<file path="src/hw/cpuCtrlPkg.sv">
package cpuCtrlPkg;

    typedef logic [15:0] instrWord; // Instruction register contents
    typedef logic [3:0]  flagBits; // Flag register value
    typedef logic [1:0]  memAddrSel; // Memory address source
    typedef logic [3:0]  aluFuncCode; // ALU operation
    typedef logic [3:0]  aluASel; // ALU input A source
    typedef logic [3:0]  aluBSel; // ALU input B source
    typedef logic [2:0]  destCode; // Destination or source field

    // Memory address sources
    localparam memAddrSel memFromPc = 2'd0;
    localparam memAddrSel memFromA  = 2'd1;

    // ALU input A, codes 0 to 3 pick the register file entry
    localparam aluASel aluAFromPc  = 4'd4;
    localparam aluASel aluAFromSp  = 4'd5;
    localparam aluASel aluAFromMem = 4'd6; // Value register

    // ALU input B, codes 0 to 3 pick the register file entry
    localparam aluBSel aluBFromOne  = 4'd4;
    localparam aluBSel aluBFromZero = 4'd5;
    localparam aluBSel aluBFromOp   = 4'd6; // Operand field of the instruction
    localparam aluBSel aluBFromAddr = 4'd7; // Jump offset field

    // Destination field codes
    localparam destCode destZero = 3'd0; // SP for I-type, no write otherwise
    localparam destCode destA    = 3'd1;
    localparam destCode destB    = 3'd2;
    localparam destCode destC    = 3'd3;
    localparam destCode destAdr  = 3'd4; // Memory at address A

    // Operand read modes held in s1
    localparam destCode srcCodeImmed = 3'd4;
    localparam destCode srcCodeAddr  = 3'd6;

    // ALU operations
    localparam aluFuncCode aluAdd  = 4'd0;
    localparam aluFuncCode aluSub  = 4'd2;
    localparam aluFuncCode aluJump = 4'd6;

    typedef enum logic [2:0] {
        classA,
        classI,
        classSI,
        classJump,
        classFlagJump,
        classFlagOp,
        classSkip, // Flag jump with false condition
        classInvalid
    } instrClass;

    typedef enum logic [1:0] {
        srcReg,
        srcImmed,
        srcAddr
    } srcMode;

    typedef enum logic [3:0] {
        START, FETCH, READIMMED, READADDR, EXECA, EXECI, EXECSI,
        EXECJUMP, EXECFLAGJUMP, HALT
    } ctrlState;

endpackage

</file>
<file path="src/hw/decodeIf.sv">
interface decodeIf;

    cpuCtrlPkg::instrClass  cls; // Instruction class
    cpuCtrlPkg::srcMode     mode; // Operand read mode
    cpuCtrlPkg::destCode    dest; // Result destination
    cpuCtrlPkg::aluASel     regA; // Register-mode ALU A source
    cpuCtrlPkg::aluBSel     regB;
    cpuCtrlPkg::aluFuncCode func;
    cpuCtrlPkg::flagBits    newFlags; // Flags after set or clear

    modport decoder (
        output cls, mode, dest, regA, regB, func, newFlags
    );

    modport sequencer (
        input cls, mode, dest
    );

    modport wordGen (
        input cls, mode, dest, regA, regB, func, newFlags
    );

endinterface

</file>
<file path="src/hw/opcodeDecoder.sv">
module opcodeDecoder (
    input  cpuCtrlPkg::instrWord opcode,
    input  cpuCtrlPkg::flagBits  flags,
    decodeIf.decoder             dec
);

    cpuCtrlPkg::destCode    s1; // Source 1 field, shared by all types
    cpuCtrlPkg::srcMode     s1Mode;
    logic                   modeValid;
    cpuCtrlPkg::instrClass  baseCls;
    cpuCtrlPkg::destCode    destSel;
    cpuCtrlPkg::aluASel     aSel;
    cpuCtrlPkg::aluBSel     bSel;
    cpuCtrlPkg::aluFuncCode funcSel;
    cpuCtrlPkg::flagBits    flagMask;
    logic                   usesOperand; // A, I and SI read through s1

    assign s1 = opcode[11:9];
    assign flagMask = cpuCtrlPkg::flagBits'(4'b0001 << opcode[9:8]);

    // Read mode from s1
    always_comb begin
        modeValid = 1'b1;
        case (s1)
            cpuCtrlPkg::srcCodeImmed: s1Mode = cpuCtrlPkg::srcImmed;
            cpuCtrlPkg::srcCodeAddr:  s1Mode = cpuCtrlPkg::srcAddr;
            default: begin
                s1Mode = cpuCtrlPkg::srcReg;
                modeValid = ~s1[2]; // 5 and 7 not supported
            end
        endcase
    end

    // Class and the fields that go with it
    always_comb begin
        baseCls = cpuCtrlPkg::classInvalid;
        destSel = opcode[2:0];
        funcSel = opcode[8:5];
        bSel = cpuCtrlPkg::aluBFromOp;
        aSel = {2'b00, s1[1:0]};
        if (opcode[15:12] == 4'b0000) begin // A-type
            baseCls = cpuCtrlPkg::classA;
            bSel = {2'b00, opcode[4:3]};
        end else if (opcode[15:14] == 2'b01) begin // I-type
            baseCls = cpuCtrlPkg::classI;
            destSel = s1;
            funcSel = {opcode[8], opcode[8], opcode[13:12]};
            if (s1 == cpuCtrlPkg::destZero) begin
                aSel = cpuCtrlPkg::aluAFromSp; // s1 of zero names SP here
            end
        end else if (opcode[15]) begin // J-type
            baseCls = cpuCtrlPkg::classJump;
        end else if (opcode[15:12] == 4'b0001) begin // SI-type
            baseCls = cpuCtrlPkg::classSI;
            destSel = opcode[6:4];
            funcSel = {2'b10, opcode[8:7]};
        end else if (opcode[15:12] == 4'b0010) begin // F-type
            if (opcode[11]) begin
                baseCls = cpuCtrlPkg::classFlagOp;
            end else if (flags[opcode[9:8]] == opcode[10]) begin
                baseCls = cpuCtrlPkg::classFlagJump;
            end else begin
                baseCls = cpuCtrlPkg::classSkip;
            end
        end
    end

    assign usesOperand = (baseCls == cpuCtrlPkg::classA)
                      || (baseCls == cpuCtrlPkg::classI)
                      || (baseCls == cpuCtrlPkg::classSI);

    // Unsupported mode or destination stops the CPU
    always_comb begin
        dec.cls = baseCls;
        if (usesOperand && (!modeValid || destSel > cpuCtrlPkg::destAdr)) begin
            dec.cls = cpuCtrlPkg::classInvalid;
        end
    end

    assign dec.mode = usesOperand ? s1Mode : cpuCtrlPkg::srcReg;
    assign dec.dest = destSel;
    assign dec.regA = aSel;
    assign dec.regB = bSel;
    assign dec.func = funcSel;
    assign dec.newFlags = opcode[10] ? (flags | flagMask) : (flags & ~flagMask);

endmodule

</file>
<file path="src/hw/controlSequencer.sv">
module controlSequencer (
    input  logic                 clk,
    input  logic                 rst,
    decodeIf.sequencer           dec,
    output cpuCtrlPkg::ctrlState state
);

    cpuCtrlPkg::ctrlState nextState;
    cpuCtrlPkg::ctrlState execState; // Execute state of current class
    cpuCtrlPkg::ctrlState fetchTarget; // Successor of FETCH

    always_ff @(posedge clk or posedge rst) begin
        if (rst) begin
            state <= cpuCtrlPkg::START;
        end else begin
            state <= nextState;
        end
    end

    always_comb begin
        case (dec.cls)
            cpuCtrlPkg::classA:        execState = cpuCtrlPkg::EXECA;
            cpuCtrlPkg::classI:        execState = cpuCtrlPkg::EXECI;
            cpuCtrlPkg::classSI:       execState = cpuCtrlPkg::EXECSI;
            cpuCtrlPkg::classJump:     execState = cpuCtrlPkg::EXECJUMP;
            cpuCtrlPkg::classFlagJump: execState = cpuCtrlPkg::EXECFLAGJUMP;
            default:                   execState = cpuCtrlPkg::HALT;
        endcase
    end

    always_comb begin
        case (dec.cls)
            cpuCtrlPkg::classFlagOp,
            cpuCtrlPkg::classSkip: begin
                fetchTarget = cpuCtrlPkg::FETCH; // Done in the fetch cycle
            end
            cpuCtrlPkg::classInvalid: begin
                fetchTarget = cpuCtrlPkg::HALT;
            end
            default: begin
                case (dec.mode)
                    cpuCtrlPkg::srcImmed: fetchTarget = cpuCtrlPkg::READIMMED;
                    cpuCtrlPkg::srcAddr:  fetchTarget = cpuCtrlPkg::READADDR;
                    default:              fetchTarget = execState;
                endcase
            end
        endcase
    end

    always_comb begin
        nextState = cpuCtrlPkg::HALT; // Unknown state stops the CPU
        case (state)
            cpuCtrlPkg::START: nextState = cpuCtrlPkg::FETCH;
            cpuCtrlPkg::FETCH: nextState = fetchTarget;
            cpuCtrlPkg::READIMMED,
            cpuCtrlPkg::READADDR: nextState = execState; // Operand now in value register
            cpuCtrlPkg::EXECA,
            cpuCtrlPkg::EXECI,
            cpuCtrlPkg::EXECSI,
            cpuCtrlPkg::EXECJUMP,
            cpuCtrlPkg::EXECFLAGJUMP: nextState = cpuCtrlPkg::FETCH;
            cpuCtrlPkg::HALT: nextState = cpuCtrlPkg::HALT; // Left only by rst
            default: nextState = cpuCtrlPkg::HALT;
        endcase
    end

endmodule

</file>
<file path="src/hw/controlWordGen.sv">
module controlWordGen (
    input  cpuCtrlPkg::ctrlState   state,
    decodeIf.wordGen               dec,
    output cpuCtrlPkg::memAddrSel  memAddr, // Memory address source
    output logic                   enPC,
    output logic                   saveOpcode, // Load instruction register
    output logic                   saveMem, // Load value register
    output cpuCtrlPkg::aluFuncCode aluFunc,
    output cpuCtrlPkg::aluASel     aluA,
    output cpuCtrlPkg::aluBSel     aluB,
    output logic                   enA,
    output logic                   enB,
    output logic                   enC,
    output logic                   we,
    output logic                   re,
    output logic                   enF, // Flag register write
    output logic                   sourceF, // Flags from inF, not the ALU
    output cpuCtrlPkg::flagBits    inF,
    output logic                   enSP,
    output logic                   initSP
);

    always_comb begin
        memAddr = cpuCtrlPkg::memFromPc; // Idle control word
        enPC = 1'b0;
        saveOpcode = 1'b0;
        saveMem = 1'b0;
        aluFunc = cpuCtrlPkg::aluAdd;
        aluA = '0;
        aluB = '0;
        enA = 1'b0;
        enB = 1'b0;
        enC = 1'b0;
        we = 1'b0;
        re = 1'b0;
        enF = 1'b0;
        sourceF = 1'b0;
        inF = '0;
        enSP = 1'b0;
        initSP = 1'b0;

        case (state)
            cpuCtrlPkg::START: begin
                enSP = 1'b1;
                initSP = 1'b1; // Load SP with its start value
            end

            cpuCtrlPkg::FETCH: begin
                memAddr = cpuCtrlPkg::memFromPc;
                re = 1'b1;
                saveOpcode = 1'b1;
                aluFunc = cpuCtrlPkg::aluAdd; // PC + 1
                aluA = cpuCtrlPkg::aluAFromPc;
                aluB = cpuCtrlPkg::aluBFromOne;
                enPC = 1'b1;
                if (dec.cls == cpuCtrlPkg::classFlagOp) begin
                    enF = 1'b1; // Flag set or clear completes here
                    sourceF = 1'b1;
                    inF = dec.newFlags;
                end
            end

            cpuCtrlPkg::READIMMED: begin
                memAddr = cpuCtrlPkg::memFromPc; // Operand follows the opcode
                re = 1'b1;
                saveMem = 1'b1;
                aluFunc = cpuCtrlPkg::aluAdd;
                aluA = cpuCtrlPkg::aluAFromPc;
                aluB = cpuCtrlPkg::aluBFromOne;
                enPC = 1'b1;
            end

            cpuCtrlPkg::READADDR: begin
                memAddr = cpuCtrlPkg::memFromA;
                re = 1'b1;
                saveMem = 1'b1;
            end

            cpuCtrlPkg::EXECA,
            cpuCtrlPkg::EXECI,
            cpuCtrlPkg::EXECSI: begin
                if (dec.mode == cpuCtrlPkg::srcReg) begin
                    aluA = dec.regA;
                end else begin
                    aluA = cpuCtrlPkg::aluAFromMem; // Operand read before
                end
                aluB = dec.regB;
                aluFunc = dec.func;
                enF = 1'b1;
                case (dec.dest)
                    cpuCtrlPkg::destZero: enSP = (state == cpuCtrlPkg::EXECI);
                    cpuCtrlPkg::destA: enA = 1'b1;
                    cpuCtrlPkg::destB: enB = 1'b1;
                    cpuCtrlPkg::destC: enC = 1'b1;
                    cpuCtrlPkg::destAdr: begin
                        we = 1'b1;
                        memAddr = cpuCtrlPkg::memFromA;
                    end
                    default: we = 1'b0;
                endcase
            end

            cpuCtrlPkg::EXECJUMP: begin
                aluFunc = cpuCtrlPkg::aluJump; // Relative jump
                aluA = cpuCtrlPkg::aluAFromPc;
                aluB = cpuCtrlPkg::aluBFromAddr;
                enPC = 1'b1;
            end

            cpuCtrlPkg::EXECFLAGJUMP: begin
                aluFunc = cpuCtrlPkg::aluAdd; // PC plus operand offset
                aluA = cpuCtrlPkg::aluAFromPc;
                aluB = cpuCtrlPkg::aluBFromOp;
                enPC = 1'b1;
            end

            default: begin
                // HALT keeps the idle word
            end
        endcase
    end

endmodule

</file>
<file path="src/hw/cpuController.sv">
module cpuController (
    input  logic                   clk,
    input  logic                   rst,
    input  cpuCtrlPkg::instrWord   opcode, // Current instruction
    input  cpuCtrlPkg::flagBits    flags, // Current flag register

    output cpuCtrlPkg::memAddrSel  memAddr,
    output logic                   enPC,
    output logic                   saveOpcode,
    output logic                   saveMem,
    output cpuCtrlPkg::aluFuncCode aluFunc,
    output cpuCtrlPkg::aluASel     aluA,
    output cpuCtrlPkg::aluBSel     aluB,
    output logic                   enA,
    output logic                   enB,
    output logic                   enC,
    output logic                   we,
    output logic                   re,
    output logic                   enF,
    output logic                   sourceF,
    output cpuCtrlPkg::flagBits    inF,
    output logic                   enSP,
    output logic                   initSP
);

    cpuCtrlPkg::ctrlState state; // Current FSM state

    decodeIf decBus ();

    opcodeDecoder decoder0 (
        .opcode (opcode),
        .flags  (flags),
        .dec    (decBus.decoder)
    );

    controlSequencer sequencer0 (
        .clk   (clk),
        .rst   (rst),
        .dec   (decBus.sequencer),
        .state (state)
    );

    controlWordGen wordGen0 (
        .state      (state),
        .dec        (decBus.wordGen),
        .memAddr    (memAddr),
        .enPC       (enPC),
        .saveOpcode (saveOpcode),
        .saveMem    (saveMem),
        .aluFunc    (aluFunc),
        .aluA       (aluA),
        .aluB       (aluB),
        .enA        (enA),
        .enB        (enB),
        .enC        (enC),
        .we         (we),
        .re         (re),
        .enF        (enF),
        .sourceF    (sourceF),
        .inF        (inF),
        .enSP       (enSP),
        .initSP     (initSP)
    );

endmodule

</file>
<file path="config.mk">
export PLATFORM = sky130hd
export DESIGN_NAME = cpuController
export DESIGN_NICKNAME = d
export VERILOG_FILES = /design/src/hw/cpuCtrlPkg.sv /design/src/hw/decodeIf.sv /design/src/hw/opcodeDecoder.sv /design/src/hw/controlSequencer.sv /design/src/hw/controlWordGen.sv /design/src/hw/cpuController.sv
export SDC_FILE = /design/constraint.sdc
export NUM_CORES = 1
export LEC_CHECK = 0
export ABC_AREA = 1
export BUFFER_PORTS_ARGS = -buffer_cell sky130_fd_sc_hd__buf_2
export CORE_MARGIN = 4
export CORE_UTILIZATION = 30
export DETAILED_ROUTE_END_ITERATION = 8
export PLACE_DENSITY = 0.6
export SLEW_MARGIN = 20
export SYNTH_ARGS = -nofsm -noshare
export SYNTH_HDL_FRONTEND = slang
export SYNTH_SLANG_ARGS = --single-unit
</file>
<file path="constraint.sdc">
create_clock -name clk -period 2.1 [get_ports clk]
set_clock_uncertainty 0.1 [all_clocks]
set_input_delay 0.315 -clock clk [delete_from_list [all_inputs] [get_ports clk]]
set_output_delay 0.315 -clock clk [all_outputs]
set_load 0.005 [all_outputs]
</file>
==> reports/qor.log <==
INFO  yosys          post_synth.cell_area_avg=5.90µm²
INFO  sta            maxClockFrequency=0.487GHz
INFO  status         run_status=finished, final reports clean
INFO  yosys          synth.cells.most_frequent=nand2_1 (43), inv_1 (30), nor2_1 (21), nand3_1 (11), o21ai_0 (10)
INFO  clock_network  clk_transition_reported_paths=0.04ns
INFO  clock_network  cts_tree=done
INFO  sta            timing.final.crit_period=2.05ns
INFO  clock_network  ctsHtreeMaxLevel=1
INFO  floorplan      die_h=67.6µm
INFO  worst_setup_path start_kind=input port
INFO  worst_setup_path cp.depth=14
INFO  clock_network  worstSkewPairLatency=0.23ns
INFO  finish         max_flop_register=sequencer0.state
INFO  worst_setup_path category_of_the_worst_setup_path_capture_point=output port
INFO  yosys          yosys.area_share.xor_xnor=0%
INFO  global_route   grt_total_usage=13.7%
INFO  worst_setup_path crit_path_cell_trace=buf_6, inv_4, nor2_4, nand2_4, nor2_4, nor2_4, nand2_4, nand2_4, nand2_4, nand2_8, nand2_8, nand2_8, nor3_4, buf_2
INFO  worst_setup_path arrival=1.64ns
INFO  worst_setup_path worstReg2RegEnd=sequencer0.state[0]
INFO  clock_network  cts_buffer_depth=2
INFO  finish         final_net_count=275
INFO  worst_setup_path critical_path.slowest_cell=nor2_4
INFO  worst_setup_path reg2reg_setup_slack=0.49ns
INFO  worst_setup_path cp.required=1.68ns
INFO  drt            drt_first_iter_violations=51
INFO  pwr            total_power=1.15mW
INFO  yosys          dominant_cells_by_area_after_synthesis=nand2_1 (15%), inv_1 (11%), dfrtp_1 (9.4%)
INFO  yosys          dominantRegCellSynth=dfrtp_1
INFO  worst_setup_path rr_worst_depth=10
INFO  floorplan      die_area=4580µm²
INFO  pwr            powerDensity=701nW/µm²
INFO  worst_setup_path timing.rr.start=sequencer0.state[3]
INFO  finish         antenna-diode-count=0
INFO  yosys          synth_async_sr_flop_share=100%
INFO  pwr            p_sw=0.581mW
INFO  clock_network  cts.root.buffer_cell=clkbuf_4
INFO  sta            final_hold_viol_count=0
INFO  worst_setup_path timing.critical_path.from=opcode[12]
INFO  worst_setup_path worstPathBufferInverterCount=3
INFO  pwr            vdd_ir_drop_max=0.000248V
INFO  yosys          synth.ff_latch_count=4
INFO  finish         reg_top3=sequencer0.state x4
INFO  yosys          synth_adder_area_share=2.34%
INFO  worst_setup_path critical-path-max-stage-delay=0.16ns
INFO  placement      gp_congestion=0.812
INFO  yosys          netlist.top_cell.by_area=nand2_1
INFO  finish         drive_above_1_share=45.8%
INFO  hold_path      worstHoldPathType=in -> async
INFO  floorplan      die_w=67.6µm
INFO  placement      detailedPlace.worstSlack=-0.0312ns
INFO  global_route   antenna_found_initial=0
INFO  floorplan      start_util=31.5%
INFO  floorplan      rows=21
INFO  worst_setup_path crit_path_max_fanout=7
INFO  yosys          synth_edf_count=0
INFO  drt            route.detailed.vias_per_inst=4.47
INFO  yosys          count_of_cell_types_in_the_netlist=33
INFO  yosys          netlist_area=1070µm²
INFO  yosys          yosys-mux-area-fraction=0%
INFO  pwr            switching_share=50.3%
INFO  finish         design_area=1650µm²
INFO  floorplan      coreArea=3390µm²
INFO  sta            post-route-period-util=97.7%
INFO  yosys          yosys_warnings=0
INFO  drt            dr_total_vias=1319
INFO  sta            setup-violations-final=0
INFO  yosys          yosys.cell_count.top_type=nand2_1
INFO  floorplan      ios=52
INFO  job            cap_viol_max_count=0
INFO  yosys          sequential_to_total_area_share_from_yosys_stat=9.38%
INFO  yosys          syn_inst=181
INFO  yosys          synth_top_family_by_area=simple AND/OR/NAND/NOR gates
INFO  global_route   grt_max_degree=9
INFO  yosys          synth-compound-area-share=14.5%
INFO  finish         synthToLayoutAreaGrowth=54.2%
INFO  yosys          netlist.area_leader.share=15.1%
INFO  global_route   grt_pass1_wl=4970µm
INFO  drt            drcViolationCount=0
INFO  worst_setup_path critical_path.top_delay_family=simple AND/OR/NAND/NOR gates
INFO  pwr            total_leakage_power=0.909nW
INFO  drt            route.antenna.remaining_nets=0
INFO  yosys          simple_gate_share_of_the_synthesized_area=58.1%
INFO  pwr            internal_power=0.573mW
INFO  pwr            power.combinational.fraction=78.9%
INFO  placement      dp_hpwl=2630µm
INFO  placement      numPortBuffers=48
INFO  clock_network  cts.sinks=4
INFO  drt            wire_per_inst=10.9µm
INFO  sta            total_count_of_max_transition_violations_in_the_final_report=0
INFO  sta            rsz_0062_raised_after_global_routing=yes
INFO  pwr            sequentialPowerShare=13.1%
INFO  drt            dr.pass1.iters=4
INFO  clock_network  num_cts_buffers=3
INFO  drt            total_wire_length=3220µm
INFO  placement      placedInstanceArea=1410µm²
INFO  worst_setup_path worst-setup-path-type=in -> out
INFO  worst_setup_path cpMostUsedCell=nand2_4
INFO  global_route   vias_in_the_first_global_route=1181
INFO  pwr            power.share.clock=8.0%
INFO  finish         largest_register_ff_count=4
INFO  global_route   global_route.overflow_total=0
INFO  sta            post-route-worst-setup-slack=0.0478ns
## timing repair
| action | CTS | global route |
|---|---|---|
| endpoints found under the hold margin | 4 | 0 |
| hold buffers | 1 | 0 |
| endpoints found under the setup margin | 6 | 14 |
| resized for setup | 3 | 37 |
| pin swaps | 0 | 18 |
| setup buffers | 0 | 9 |
## per-stage QoR
stage	util [%]	instances	hold WS, ns	TNS [ns]
2_1_floorplan	-	183	-0.0189	0
3_3_place_gp	41.7	282	0.0920	-0.0155
4_1_cts	42.9	286	0.401	0
5_1_grt	48.5	295	0.416	-0.107
3_5_place_dp	41.7	282	0.102	-0.102
6_report	48.5	295	0.399	0
## how the worst max path moves through the flow
| stage | to | slack (ns) |
|---|---|---|
| floorplan | aluA[2] | 0.25 |
| global route | inF[2] | -0.04 |
| detailed placement | inF[2] | -0.03 |
| finish | inF[2] | 0.05 |
| CTS | inF[2] | 0.005 |
| global placement | aluA[2] | -0.02 |
## metal layers
| layer | track usage [%] | part of all wire (%) |
|---|---|---|
| met3 | 1.50 | 7.6 |
| met2 | 23.3 | 47 |
| met1 | 18.6 | 46 |
| met5 | 0 | 0 |
| met4 | 2.28 | 0 |
## area by class of cell
| class | instances | area [µm²] |
|---|---|---|
| Timing Repair Buffer | 67 | 415 |
| Multi-Input combinational cell | 139 | 897 |
| Clock buffer | 3 | 22.5 |
| Sequential cell | 4 | 100 |
| Tap cell | 46 | 57.6 |
| Inverter | 36 | 153 |
| Fill cell | 368 | 1740 |
## layout by cell type, fill, tap and decap left out, drive strengths merged
master and count:
o32ai 1, nand4 1, nor3 8, a22oi 1
nand3 13, ha 2, inv 36, a31oi 2
buf 66, conb 3, a21oi 7, a211oi 1
nand2 53, o21ai 13, dfrtp 4, nor4 2
o211ai 1, dlygate4sd3 1, o21bai 1, nand3b 2
nor2 28, clkbuf 3
## logic make-up (layout without fill, tap and decap cells)
group | after synthesis | after routing
fa+ha+maj | 2 | 2
flops | 4 | 4
compound gates | 27 | 27
other cells | 1 | 3
buf+inv | 40 | 106
simple gates | 107 | 107
## worst min-delay path: stages
cell           delay [ns]
dlygate4sd3_1        0.53
buf_2                0.12
inv_1                0.12
## power by group through the flow
stage	clock network, mW	logic, mW	registers [mW]
2_1_floorplan	0	0.500	0.142
3_3_place_gp	0	0.802	0.150
3_5_place_dp	0	0.803	0.151
4_1_cts	0.0971	0.812	0.150
5_1_grt	0.104	1.02	0.157
6_report	0.0926	0.910	0.151
Power figures use the tool's default switching activity.
